`src/design/dma_wr_pkg.sv`:
```
// shared widths, AXI attribute codes, burst limits and types for the write DMA; import in each block
package dma_wr_pkg;

    ////////////////////////////////////////////////////////////////////
    // datapath sizing
    ////////////////////////////////////////////////////////////////////
    localparam int DATA_WIDTH = 32;
    localparam int STRB_WIDTH = DATA_WIDTH / 8;
    localparam int ADDR_WIDTH = 16;
    localparam int LEN_WIDTH = 20;
    localparam int BEAT_SHIFT = $clog2(STRB_WIDTH);

    // burst limits
    localparam int MAX_BURST_LEN = 16;
    localparam int MAX_BURST_BYTES = MAX_BURST_LEN * STRB_WIDTH;
    localparam int BOUNDARY_BYTES = 4096;
    localparam int STATUS_FIFO_DEPTH = 32;

    // fixed AW attributes: INCR, modifiable bufferable, unprivileged non-secure data
    localparam logic [1:0] BURST_INCR = 2'b01;
    localparam logic [3:0] CACHE_ATTR = 4'b0011;
    localparam logic [2:0] PROT_ATTR = 3'b010;

    typedef logic [ADDR_WIDTH-1:0] addr_t;
    typedef logic [LEN_WIDTH-1:0] len_t;
    typedef logic [DATA_WIDTH-1:0] data_t;

    typedef enum logic [1:0] {
        SEQ_IDLE,
        SEQ_START,
        SEQ_WRITE
    } seq_state_e;

endpackage

```
`src/design/w_beat_if.sv`:
```
// write beat channel from the sequencer to the W skid buffer, with an early ready back
`timescale 1ns/1ps

interface w_beat_if;
    import dma_wr_pkg::*;

    data_t data;
    logic  last;
    logic  valid;
    // high when the skid buffer can take a beat on the next cycle
    logic  ready_early;

    modport source (
        output data, last, valid,
        input  ready_early
    );

    modport sink (
        input  data, last, valid,
        output ready_early
    );

endinterface

```
`src/design/write_sequencer.sv`:
```
// descriptor intake and burst splitter; issues AW and hands stream words to the W path
`timescale 1ns/1ps

module write_sequencer (
    input  logic              aclk,
    input  logic              aresetn,
    input  dma_wr_pkg::addr_t desc_addr,
    input  dma_wr_pkg::len_t  desc_len,
    input  logic              desc_valid,
    output logic              desc_ready,
    input  dma_wr_pkg::data_t wr_data_tdata,
    input  logic              wr_data_tvalid,
    output logic              wr_data_tready,
    output dma_wr_pkg::addr_t awaddr,
    output logic [7:0]        awlen,
    output logic              awvalid,
    input  logic              awready,
    output logic              burst_push,
    output logic              burst_last,
    w_beat_if.source          beat
);
    import dma_wr_pkg::*;

    seq_state_e state_reg, state_next;

    addr_t      addr_reg, addr_next;
    len_t       remain_reg, remain_next;
    logic [7:0] beat_cnt_reg, beat_cnt_next;
    logic       last_burst_reg, last_burst_next;
    logic       first_reg, first_next;
    logic       desc_ready_reg, desc_ready_next;
    logic       tready_reg, tready_next;
    addr_t      awaddr_reg, awaddr_next;
    logic [7:0] awlen_reg, awlen_next;
    logic       awvalid_reg, awvalid_next;
    logic       ready_int_reg;

    len_t       tr_bytes;
    len_t       tr_beats;
    len_t       boundary_dist;
    logic       beat_fire;

    assign desc_ready = desc_ready_reg;
    assign wr_data_tready = tready_reg;
    assign awaddr = awaddr_reg;
    assign awlen = awlen_reg;
    assign awvalid = awvalid_reg;

    assign beat_fire = (state_reg == SEQ_WRITE) && ready_int_reg && tready_reg && wr_data_tvalid;
    assign beat.data = wr_data_tdata;
    assign beat.last = (beat_cnt_reg == 8'd0);
    assign beat.valid = beat_fire;

    // final beat of a burst queues it for the B response
    assign burst_push = beat_fire && (beat_cnt_reg == 8'd0);
    assign burst_last = last_burst_reg;

    ////////////////////////////////////////////////////////////////////
    // burst sizing
    ////////////////////////////////////////////////////////////////////
    always_comb begin
        boundary_dist = len_t'(BOUNDARY_BYTES) - (len_t'(addr_reg) & len_t'(BOUNDARY_BYTES - 1));
        tr_bytes = remain_reg;
        if (tr_bytes > len_t'(MAX_BURST_BYTES)) begin
            tr_bytes = len_t'(MAX_BURST_BYTES);
        end
        // never run past the next 4 KB page
        if (tr_bytes > boundary_dist) begin
            tr_bytes = boundary_dist;
        end
        tr_beats = tr_bytes >> BEAT_SHIFT;
    end

    ////////////////////////////////////////////////////////////////////
    // sequencer FSM
    ////////////////////////////////////////////////////////////////////
    always_comb begin
        state_next = state_reg;
        addr_next = addr_reg;
        remain_next = remain_reg;
        beat_cnt_next = beat_cnt_reg;
        last_burst_next = last_burst_reg;
        first_next = first_reg;
        desc_ready_next = 1'b0;
        tready_next = 1'b0;
        awaddr_next = awaddr_reg;
        awlen_next = awlen_reg;
        awvalid_next = awvalid_reg && !awready;

        case (state_reg)
            SEQ_IDLE: begin
                desc_ready_next = 1'b1;
                addr_next = desc_addr;
                remain_next = desc_len;
                first_next = 1'b1;
                if (desc_ready_reg && desc_valid) begin
                    desc_ready_next = 1'b0;
                    state_next = SEQ_START;
                end
            end
            SEQ_START: begin
                // wait for the previous AW to be taken before issuing the next
                if (!awvalid_reg) begin
                    awaddr_next = addr_reg;
                    awlen_next = 8'(tr_beats - 1'b1);
                    awvalid_next = wr_data_tvalid || !first_reg;
                    if (awvalid_next) begin
                        addr_next = addr_reg + addr_t'(tr_bytes);
                        remain_next = remain_reg - tr_bytes;
                        beat_cnt_next = 8'(tr_beats - 1'b1);
                        last_burst_next = (tr_bytes == remain_reg);
                        tready_next = beat.ready_early;
                        state_next = SEQ_WRITE;
                    end
                end
            end
            SEQ_WRITE: begin
                tready_next = beat.ready_early;
                if (beat_fire) begin
                    first_next = 1'b0;
                    beat_cnt_next = beat_cnt_reg - 8'd1;
                    if (beat_cnt_reg == 8'd0) begin
                        tready_next = 1'b0;
                        if (last_burst_reg) begin
                            desc_ready_next = 1'b1;
                            state_next = SEQ_IDLE;
                        end else begin
                            state_next = SEQ_START;
                        end
                    end
                end
            end
            default: begin
                state_next = SEQ_IDLE;
            end
        endcase
    end

    always_ff @(posedge aclk) begin
        if (!aresetn) begin
            state_reg <= SEQ_IDLE;
            desc_ready_reg <= 1'b0;
            tready_reg <= 1'b0;
            awvalid_reg <= 1'b0;
            ready_int_reg <= 1'b0;
            beat_cnt_reg <= 8'd0;
            last_burst_reg <= 1'b0;
            first_reg <= 1'b0;
        end else begin
            state_reg <= state_next;
            desc_ready_reg <= desc_ready_next;
            tready_reg <= tready_next;
            awvalid_reg <= awvalid_next;
            ready_int_reg <= beat.ready_early;
            beat_cnt_reg <= beat_cnt_next;
            last_burst_reg <= last_burst_next;
            first_reg <= first_next;
        end
        addr_reg <= addr_next;
        remain_reg <= remain_next;
        awaddr_reg <= awaddr_next;
        awlen_reg <= awlen_next;
    end

endmodule

```
`src/design/w_skid_buffer.sv`:
```
// two-entry register stage on the AXI W channel that absorbs wready stalls
`timescale 1ns/1ps

module w_skid_buffer (
    input  logic              aclk,
    input  logic              aresetn,
    input  logic              wready,
    w_beat_if.sink            beat,
    output dma_wr_pkg::data_t wdata,
    output logic              wlast,
    output logic              wvalid
);
    import dma_wr_pkg::*;

    data_t out_data;
    logic  out_last;
    logic  out_valid, out_valid_next;
    data_t tmp_data;
    logic  tmp_last;
    logic  tmp_valid, tmp_valid_next;

    logic  in_to_out;
    logic  in_to_tmp;
    logic  tmp_to_out;

    assign wdata = out_data;
    assign wlast = out_last;
    assign wvalid = out_valid;

    // room next cycle if the output drains now, or the temp slot stays free
    assign beat.ready_early = wready || (!tmp_valid && (!out_valid || !beat.valid));

    always_comb begin
        out_valid_next = out_valid;
        tmp_valid_next = tmp_valid;
        in_to_out = 1'b0;
        in_to_tmp = 1'b0;
        tmp_to_out = 1'b0;

        if (beat.valid) begin
            if (wready || !out_valid) begin
                out_valid_next = 1'b1;
                in_to_out = 1'b1;
            end else begin
                tmp_valid_next = 1'b1;
                in_to_tmp = 1'b1;
            end
        end else if (wready) begin
            out_valid_next = tmp_valid;
            tmp_valid_next = 1'b0;
            tmp_to_out = 1'b1;
        end
    end

    always_ff @(posedge aclk) begin
        if (!aresetn) begin
            out_valid <= 1'b0;
            tmp_valid <= 1'b0;
        end else begin
            out_valid <= out_valid_next;
            tmp_valid <= tmp_valid_next;
        end

        if (in_to_out) begin
            out_data <= beat.data;
            out_last <= beat.last;
        end else if (tmp_to_out) begin
            out_data <= tmp_data;
            out_last <= tmp_last;
        end

        if (in_to_tmp) begin
            tmp_data <= beat.data;
            tmp_last <= beat.last;
        end
    end

endmodule

```
`src/design/completion_fifo.sv`:
```
// queue of issued bursts; matches each B response and flags descriptor completion
`timescale 1ns/1ps

module completion_fifo (
    input  logic aclk,
    input  logic aresetn,
    input  logic burst_push,
    input  logic burst_last,
    input  logic bvalid,
    output logic bready,
    output logic desc_status_valid
);
    import dma_wr_pkg::*;

    // one flag per outstanding burst, set on the final burst of a descriptor
    logic last_mem [STATUS_FIFO_DEPTH];

    // extra wrap bit tells a full queue from an empty one
    logic [$clog2(STATUS_FIFO_DEPTH):0] wr_ptr;
    logic [$clog2(STATUS_FIFO_DEPTH):0] rd_ptr;
    logic                               not_empty;
    logic                               b_fire;

    assign not_empty = (wr_ptr != rd_ptr);
    assign b_fire = bready && bvalid;

    always_ff @(posedge aclk) begin
        if (!aresetn) begin
            wr_ptr <= '0;
            rd_ptr <= '0;
            bready <= 1'b0;
            desc_status_valid <= 1'b0;
        end else begin
            desc_status_valid <= 1'b0;
            if (burst_push) begin
                wr_ptr <= wr_ptr + 1'b1;
            end
            // bready drops for a cycle after every response
            bready <= not_empty && !b_fire;
            if (not_empty && b_fire) begin
                desc_status_valid <= last_mem[rd_ptr[$clog2(STATUS_FIFO_DEPTH)-1:0]];
                rd_ptr <= rd_ptr + 1'b1;
            end
        end

        if (burst_push) begin
            last_mem[wr_ptr[$clog2(STATUS_FIFO_DEPTH)-1:0]] <= burst_last;
        end
    end

endmodule

```
`src/design/axi_dma_wr.sv`:
```
// AXI4 write DMA top level; connects a descriptor and stream input to an AXI master write port
`timescale 1ns/1ps

module axi_dma_wr (
    input  logic                              aclk,
    input  logic                              aresetn,

    // descriptor in
    input  dma_wr_pkg::addr_t                 desc_addr,
    input  dma_wr_pkg::len_t                  desc_len,
    input  logic                              desc_valid,
    output logic                              desc_ready,

    // completion status
    output logic                              desc_status_valid,

    // stream data in
    input  dma_wr_pkg::data_t                 wr_data_tdata,
    input  logic                              wr_data_tvalid,
    output logic                              wr_data_tready,

    // AXI master write channels
    output logic                              awid,
    output dma_wr_pkg::addr_t                 awaddr,
    output logic [7:0]                        awlen,
    output logic [2:0]                        awsize,
    output logic [1:0]                        awburst,
    output logic                              awlock,
    output logic [3:0]                        awcache,
    output logic [2:0]                        awprot,
    output logic                              awvalid,
    input  logic                              awready,
    output dma_wr_pkg::data_t                 wdata,
    output logic [dma_wr_pkg::STRB_WIDTH-1:0] wstrb,
    output logic                              wlast,
    output logic                              wvalid,
    input  logic                              wready,
    input  logic                              bvalid,
    output logic                              bready
);
    import dma_wr_pkg::*;

    logic burst_push;
    logic burst_last;

    w_beat_if beat ();

    //////////////////////////////////////////////////////////////////////
    // constant AW attributes, full-word strobes
    //////////////////////////////////////////////////////////////////////
    assign awid = 1'b0;
    assign awsize = 3'(BEAT_SHIFT);
    assign awburst = BURST_INCR;
    assign awlock = 1'b0;
    assign awcache = CACHE_ATTR;
    assign awprot = PROT_ATTR;
    assign wstrb = '1;

    write_sequencer u_sequencer (
        .aclk           (aclk),
        .aresetn        (aresetn),
        .desc_addr      (desc_addr),
        .desc_len       (desc_len),
        .desc_valid     (desc_valid),
        .desc_ready     (desc_ready),
        .wr_data_tdata  (wr_data_tdata),
        .wr_data_tvalid (wr_data_tvalid),
        .wr_data_tready (wr_data_tready),
        .awaddr         (awaddr),
        .awlen          (awlen),
        .awvalid        (awvalid),
        .awready        (awready),
        .burst_push     (burst_push),
        .burst_last     (burst_last),
        .beat           (beat.source)
    );

    w_skid_buffer u_skid (
        .aclk    (aclk),
        .aresetn (aresetn),
        .wready  (wready),
        .beat    (beat.sink),
        .wdata   (wdata),
        .wlast   (wlast),
        .wvalid  (wvalid)
    );

    completion_fifo u_completion (
        .aclk              (aclk),
        .aresetn           (aresetn),
        .burst_push        (burst_push),
        .burst_last        (burst_last),
        .bvalid            (bvalid),
        .bready            (bready),
        .desc_status_valid (desc_status_valid)
    );

endmodule

```
`config.mk`:
```
export PLATFORM = sky130hd
export DESIGN_NAME = axi_dma_wr
export DESIGN_NICKNAME = d
export VERILOG_FILES = /design/src/design/dma_wr_pkg.sv /design/src/design/w_beat_if.sv /design/src/design/write_sequencer.sv /design/src/design/w_skid_buffer.sv /design/src/design/completion_fifo.sv /design/src/design/axi_dma_wr.sv
export SDC_FILE = /design/constraint.sdc
export NUM_CORES = 1
export LEC_CHECK = 0
export BUFFER_PORTS_ARGS = -buffer_cell sky130_fd_sc_hd__clkbuf_2
export CELL_PAD_IN_SITES_DETAIL_PLACEMENT = 1
export CELL_PAD_IN_SITES_GLOBAL_PLACEMENT = 1
export CORE_ASPECT_RATIO = 2
export CORE_MARGIN = 1
export CORE_UTILIZATION = 48
export CTS_BUF_LIST = sky130_fd_sc_hd__clkbuf_8
export DETAILED_ROUTE_END_ITERATION = 10
export GPL_ROUTABILITY_DRIVEN = 0
export PLACE_DENSITY = 0.81
export SYNTH_ARGS = -nofsm -noshare
export SYNTH_HDL_FRONTEND = slang
export SYNTH_HIERARCHICAL = 1
export SYNTH_SLANG_ARGS = --single-unit
```
`constraint.sdc`:
```
create_clock -name aclk -period 6.8 [get_ports aclk]
set_input_delay 1.36 -clock aclk [delete_from_list [all_inputs] [get_ports aclk]]
set_output_delay 1.36 -clock aclk [all_outputs]
set_load 0.005 [all_outputs]
```
Word level (Yosys, flattened, before mapping)
Memory sizes are Yosys's and may differ from the RTL's. A register that Yosys moved wholly into a read port is not among the register bits.
Index checks and enable logic that the tools add are counted.
W data, S select, Z words.
{"block": "op_classes", "n_mux": 51, "reduce_logical": 37, "bitwise_logic": 1, "magnitude_cmp": 2, "add_sub_neg": 7, "n_eq_ne": 11}
{"cell": "$mux W20", "count": 4}
{"cell": "$mux W32", "count": 2}
{"cell": "$pmux W20 S2", "count": 1}
{"cell": "$mux W16", "count": 2}
{"cell": "$pmux W16 S2", "count": 1}
{"cell": "$mux W1", "count": 28}
{"cell": "$mux W8", "count": 3}
{"cell": "$eq A20 B20 Y1", "count": 1}
{"cell": "$gt A20 B20 Y1", "count": 1}
{"cell": "$gt A20 B7 Y1 const B", "count": 1}
{"cell": "$sub A20 B20 Y20", "count": 1}
{"cell": "$add A16 B16 Y16", "count": 1}
{"cell": "$pmux W8 S2", "count": 1}
{"cell": "$sub A8 B1 Y8 const B", "count": 2}
{"cell": "$sub A13 B12 Y14 const A", "count": 1}
{"cell": "$add A6 B1 Y6 const B", "count": 2}
{"cell": "$logic_and A1 B1 Y1", "count": 10}
{"cell": "$mux W2", "count": 5}
{"cell": "$ne A2 B1 Y1 const B", "count": 5}
{"cell": "$reduce_and A2 Y1", "count": 5}
{"cell": "$reduce_bool A2 Y1", "count": 5}
{"cell": "$logic_not A8 Y1", "count": 1}
{"cell": "$logic_not A1 Y1", "count": 7}
{"cell": "$ne A6 B6 Y1", "count": 1}
{"cell": "other kinds (11)", "count": 18}
{"block": "totals", "register_bits": 157, "n_memories": 1, "in_bits": 75, "elab_cells": 131, "ramBits": 32}
{"memory": "u_completion.last_mem", "words": 32, "width": 1, "read_ports": 1, "rd_clocked_by_memory_dff": 1, "wr": 1, "line_no": "completion_fifo.sv:16", "text": "logic last_mem [STATUS_FIFO_DEPTH];"}

Depth between registers and ports, before layout
{"block": "logic_depth", "depth_word": 11, "ltp_mapped": 28, "depth_no_buf": 25}

Modules after synthesis
The synthesis kept the hierarchy.
{"mod": "write_sequencer", "area_each_um2": 6287.3, "seq_area_each_um2": 2122.0, "cells_per_inst": 674, "n_inst": 1}
{"mod": "w_skid_buffer", "area_each_um2": 2645.0, "seq_area_each_um2": 2021.9, "cells_per_inst": 115, "n_inst": 1}
{"mod": "completion_fifo", "area_each_um2": 2205.9, "seq_area_each_um2": 1241.2, "cells_per_inst": 183, "n_inst": 1}
{"mod": "axi_dma_wr", "area_each_um2": 142.6, "seq_area_each_um2": 0.0, "cells_per_inst": 20, "n_inst": 1}

Least setup slack after synthesis
OpenSTA, ideal clock, no wires.
{"block": "synth_path", "kind": "register -> register", "startpoint": "register u_sequencer.remain_reg[4]", "endpoint": "register u_sequencer.remain_reg[9] (data pin)", "stages_incl_launch_ff": 29, "slack_ps": 1089, "arrival_time_ps": 5451, "setup_time_ps": 260, "path_cell_list": "edfxtp_1 -> buf_6 -> or4_1 -> o31ai_1 -> and4_1 -> buf_4 -> and2_1 -> ha_1 -> nor2b_1 -> o211ai_1 -> a211o_1 -> a31o_1 -> buf_6 -> clkbuf_1 -> and2_1 -> a21o_1 -> inv_1 -> ha_1 -> nor2b_1 -> o21a_1 -> a2111oi_0 -> a311oi_1 -> mux2_2 -> o211ai_2 -> nand2_1 -> maj3_2 -> a21oi_2 -> xnor2_1 -> mux2_2"}
{"block": "synth_via", "elab_chain_len": 8}
{"item": "from (decl)", "line_no": "write_sequencer.sv:27", "text": "len_t remain_reg, remain_next;"}
{"item": "from (signal assigned)", "line_no": "write_sequencer.sv:160", "text": "remain_reg <= remain_next;"}
{"item": "$gt A20 B7 Y1", "line_no": "write_sequencer.sv:64", "text": "if (tr_bytes > len_t'(MAX_BURST_BYTES)) begin"}
{"item": "$mux W20", "line_no": "write_sequencer.sv:64"}
{"item": "$gt A20 B20 Y1", "line_no": "write_sequencer.sv:68", "text": "if (tr_bytes > boundary_dist) begin"}
{"item": "$mux W20", "line_no": "write_sequencer.sv:68"}
{"item": "$sub A20 B20 Y20 (*)", "line_no": "write_sequencer.sv:109", "text": "remain_next = remain_reg - tr_bytes;"}
{"item": "$mux W20 (*)", "line_no": "write_sequencer.sv:107", "text": "if (awvalid_next) begin"}
{"item": "$mux W20 (*)", "line_no": "write_sequencer.sv:103", "text": "if (!awvalid_reg) begin"}
{"item": "$pmux W20 S2 (*)", "line_no": "write_sequencer.sv:90", "text": "case (state_reg)"}
{"item": "named net u_sequencer.remain_next[9]", "line_no": "write_sequencer.sv:27"}
Mark *: on every way through the listed nets, which the timed path passes. The rest lies on a longest branch. The select of a mux whose other input is x is not followed.
A chain may end at the register's enable or synchronous reset.

Worst setup path in the final report
{"block": "layout_path", "startpoint": "register u_sequencer.remain_reg[4]", "endpoint": "register u_sequencer.addr_reg[12] (data pin)"}
{"block": "layout_via", "elab_chain_len": 8}
{"item": "$gt A20 B7 Y1", "line_no": "write_sequencer.sv:64"}
{"item": "$mux W20 (*)", "line_no": "write_sequencer.sv:64"}
{"item": "$gt A20 B20 Y1", "line_no": "write_sequencer.sv:68"}
{"item": "$mux W20 (*)", "line_no": "write_sequencer.sv:68"}
{"item": "$add A16 B16 Y16 (*)", "line_no": "write_sequencer.sv:108", "text": "addr_next = addr_reg + addr_t'(tr_bytes);"}
{"item": "$mux W16 (*)", "line_no": "write_sequencer.sv:107"}
{"item": "$mux W16 (*)", "line_no": "write_sequencer.sv:103"}
{"item": "$pmux W16 S2 (*)", "line_no": "write_sequencer.sv:90"}
{"item": "named net u_sequencer.addr_next[12]", "line_no": "write_sequencer.sv:26", "text": "addr_t addr_reg, addr_next;"}
{"item": "to (signal assigned)", "line_no": "write_sequencer.sv:159", "text": "addr_reg <= addr_next;"}
{"item": "to (decl)", "line_no": "write_sequencer.sv:26"}
Marks and branches as above.

==> results.toml <==
[logic_synthesis]
synthCells = 992
syn_area_um2 = 11300
synth_cell_types = 105
synth-async-reset-ratio_pct = 0
ys_seq_area_share_pct = 47.7
ys.flop_type = "edfxtp_1"
syn_avg_cell_area_um2 = 11.4
yosys_warnings = 6
synth_edf_count = 158
synth_seq_cells = 190

[detailed_routing]
vias = 7981
drt_first_pass_iters = 4
drc = 0
viasPerCell = 5.71
wl_um = 27900
drt-initial-drc-count = 303
ant_nets = 0
routedWlPerCell_um = 20.0

[pwr]
ir_drop_mv = 0.253
p_leak_nw = 4.90
pwr_density_cell_nw_per_um2 = 448

[timing]
rsz0062_at_grt = "false"
period_share_pct = 93.7
slew_headroom_pct = 33.9
slew_violations = 0
fin_setup_tns_ps = 0
clock_skew_ps = 10.7
worst_pin_slew_ps = 990
fin_hold_ws_ps = 484
setup_viol = 0
timing.fmax_mhz = 157
min_period_ps = 6370
finalHoldViolCount = 0

[cells_and_area]
multiInputGateArea_um2 = 5230
syn2layout_area_growth_pct = 9.03
antenna_cells = 0
drive_gt1_share_pct = 25.1
final_nets = 1231
fillers = 2552
ff_latch_area_um2 = 5390

[clocking]
clock-sinks = 190
clkLatencyLatePin_ps = 490
cts_buffers = 17
cts_resized = 0
cts_hold_buffers = 0
cts_max_level = 4
clockRootBuffer = "clkbuf_8"
clockBufferDepth = 2
post_cts_buffers = 0
clk_pin_slew_ps = 110
cts_tree = "done"

[setup_path]
cp.required_ps = 7060
path_max_fanout = 10
r2r_start = "u_sequencer/remain_reg[4]"
cp.arrival_ps = 6630
path_class = "reg -> reg"
cp-start-kind = "register"
r2r_cells = 21
crit_start = "u_sequencer/remain_reg[4]"
crit_end = "u_sequencer/addr_reg[12]"
endpoint_kind = "register"
timing.rr.end = "u_sequencer/addr_reg[12]"
r2r_setup_slack_ps = 430

[floorplan]
initial_core_util_pct = 48.8
fp-row-count = 79
core_um2 = 23100
io_pins = 156
die_area_um2 = 24200
die-height_um = 219
die_w_um = 110

[placed_design]
hpwl_um = 21800
port_buffers = 137

[worst_hold_path]
hp-class = "reg -> reg"
holdPathStages = 0

[grt]
antenna_found_initial = 0
overflow = 0
grt_max_degree = 45
grt_pass1_vias = 8515
track_usage_pct = 23.7
grt_pass1_wl_um = 44300

[status]
status = "finished clean"

[run]
cap_viol_max_count = 0
==> per-stage QoR <==
step / cells / worst slack [ps] / total power, mW / cell area [um^2] / util, %
2_1_floorplan: 1020 / 1090 / 3.93 / 11400 / -
3_5_place_dp: 1365 / 474 / 4.77 / 11900 / 51.5
6_report: 1397 / 428 / 5.51 / 12300 / 53.2
3_3_place_gp: 1365 / 604 / 4.68 / 11900 / 51.5
4_1_cts: 1397 / 420 / 5.55 / 12300 / 53.2
5_1_grt: 1397 / 93.8 / 5.90 / 12300 / 53.2
==> area by class of cell <==
cell class	count	share of cell area (%)
Sequential cell	190	43.8
Multi-Input combinational cell	696	42.5
Timing Repair Buffer	148	6.25
Tap cell	283	2.88
Clock buffer	17	1.90
Inverter	48	1.46
Clock inverter	15	1.24
==> worst max-delay path: stages (launching register included) <==
cell	delay (ps)
edfxtp_1	550
or4_1	510
o31ai_1	260
and4_1	430
and2_1	200
ha_1	150
nor2b_1	150
o211ai_1	90
a211o_1	340
a31oi_4	320
o21ai_0	200
ha_1	260
fa_1	420
a21o_1	230
and2_1	180
a311oi_2	290
nand2_1	170
a2111o_1	490
o211ai_1	310
nand4b_1	160
xor2_1	160
mux2_2	260
==> layout by cell type, fill, tap and decap left out, drive strengths merged, types with 9 or more instances in the layout <==
cell / n
mux2: 52
a21o: 17
a21oi: 50
conb: 32
a211oi: 9
nand2b: 11
or2: 9
nand2: 79
mux2i: 13
ha: 53
buf: 11
dfxtp: 32
o21a: 10
edfxtp: 158
nor2: 78
nor3: 19
and2: 11
nand3: 20
xnor2: 29
inv: 53
clkbuf: 154
o21ai: 30
xor2: 18
==> kinds of logic after synthesis <==
kind of cell    count (synthesis)  synth area share, %
fa+ha+maj                      58                 6.54
xor+xnor                       47                 3.72
buf+inv                       134                 7.08
mux                            71                 8.74
compound gates                189                 12.4
simple gates                  299                 13.7
flops                         190                 47.7
other cells                     4                0.133
==> cell usage after synthesis (all sizes together) (9+ instances only) <==
cell type,instances,area share (%)
edfxtp,158,42
clkbuf,17,0.58
buf,69,4.9
a21oi,50,2.4
and2,11,0.62
o21a,10,0.67
nor3,19,0.89
mux2,52,6.3
nand2,79,2.7
mux2i,13,1.2
xor2,18,1.4
nor2,78,2.6
a211oi,9,0.73
ha,53,5.9
dfxtp,32,5.7
o21ai,30,1.4
a21o,17,1.1
nand2b,11,0.70
inv,46,1.5
xnor2,29,2.3
or2,9,0.50
nand3,20,0.93
==> worst min path at each step <==
stage | start | end | slack [ps]
after global routing | u_sequencer/addr_reg[14] | u_sequencer/awaddr[14] | 500
after CTS | u_sequencer/addr_reg[13] | u_sequencer/awaddr[13] | 480
after floorplan | u_sequencer/addr_reg[3] | u_sequencer/awaddr[3] | 420
after global placement | u_sequencer/addr_reg[13] | u_sequencer/awaddr[13] | 440
after detailed placement | u_sequencer/addr_reg[13] | u_sequencer/awaddr[13] | 450
final | u_sequencer/addr_reg[13] | u_sequencer/awaddr[13] | 480
==> per-layer routing <==
metal,up-vias,global-route usage [%],routed length [um]
met5,-,0,0
met4,0,15.2,1580
met3,80,4.39,880
met2,200,46.0,15800
met1,3911,22.3,9670
li1,3790,-,-
==> power breakdown <==
part	internal, mW	leakage (nW)	switching [mW]	total, mW
registers	1.61	1.70	0.206	1.82
logic	1.14	3.00	1.80	2.94
clock network	0.302	0.198	0.446	0.748
total	3.06	4.90	2.45	5.51
Note: power is estimated with default switching activity, not from simulation.
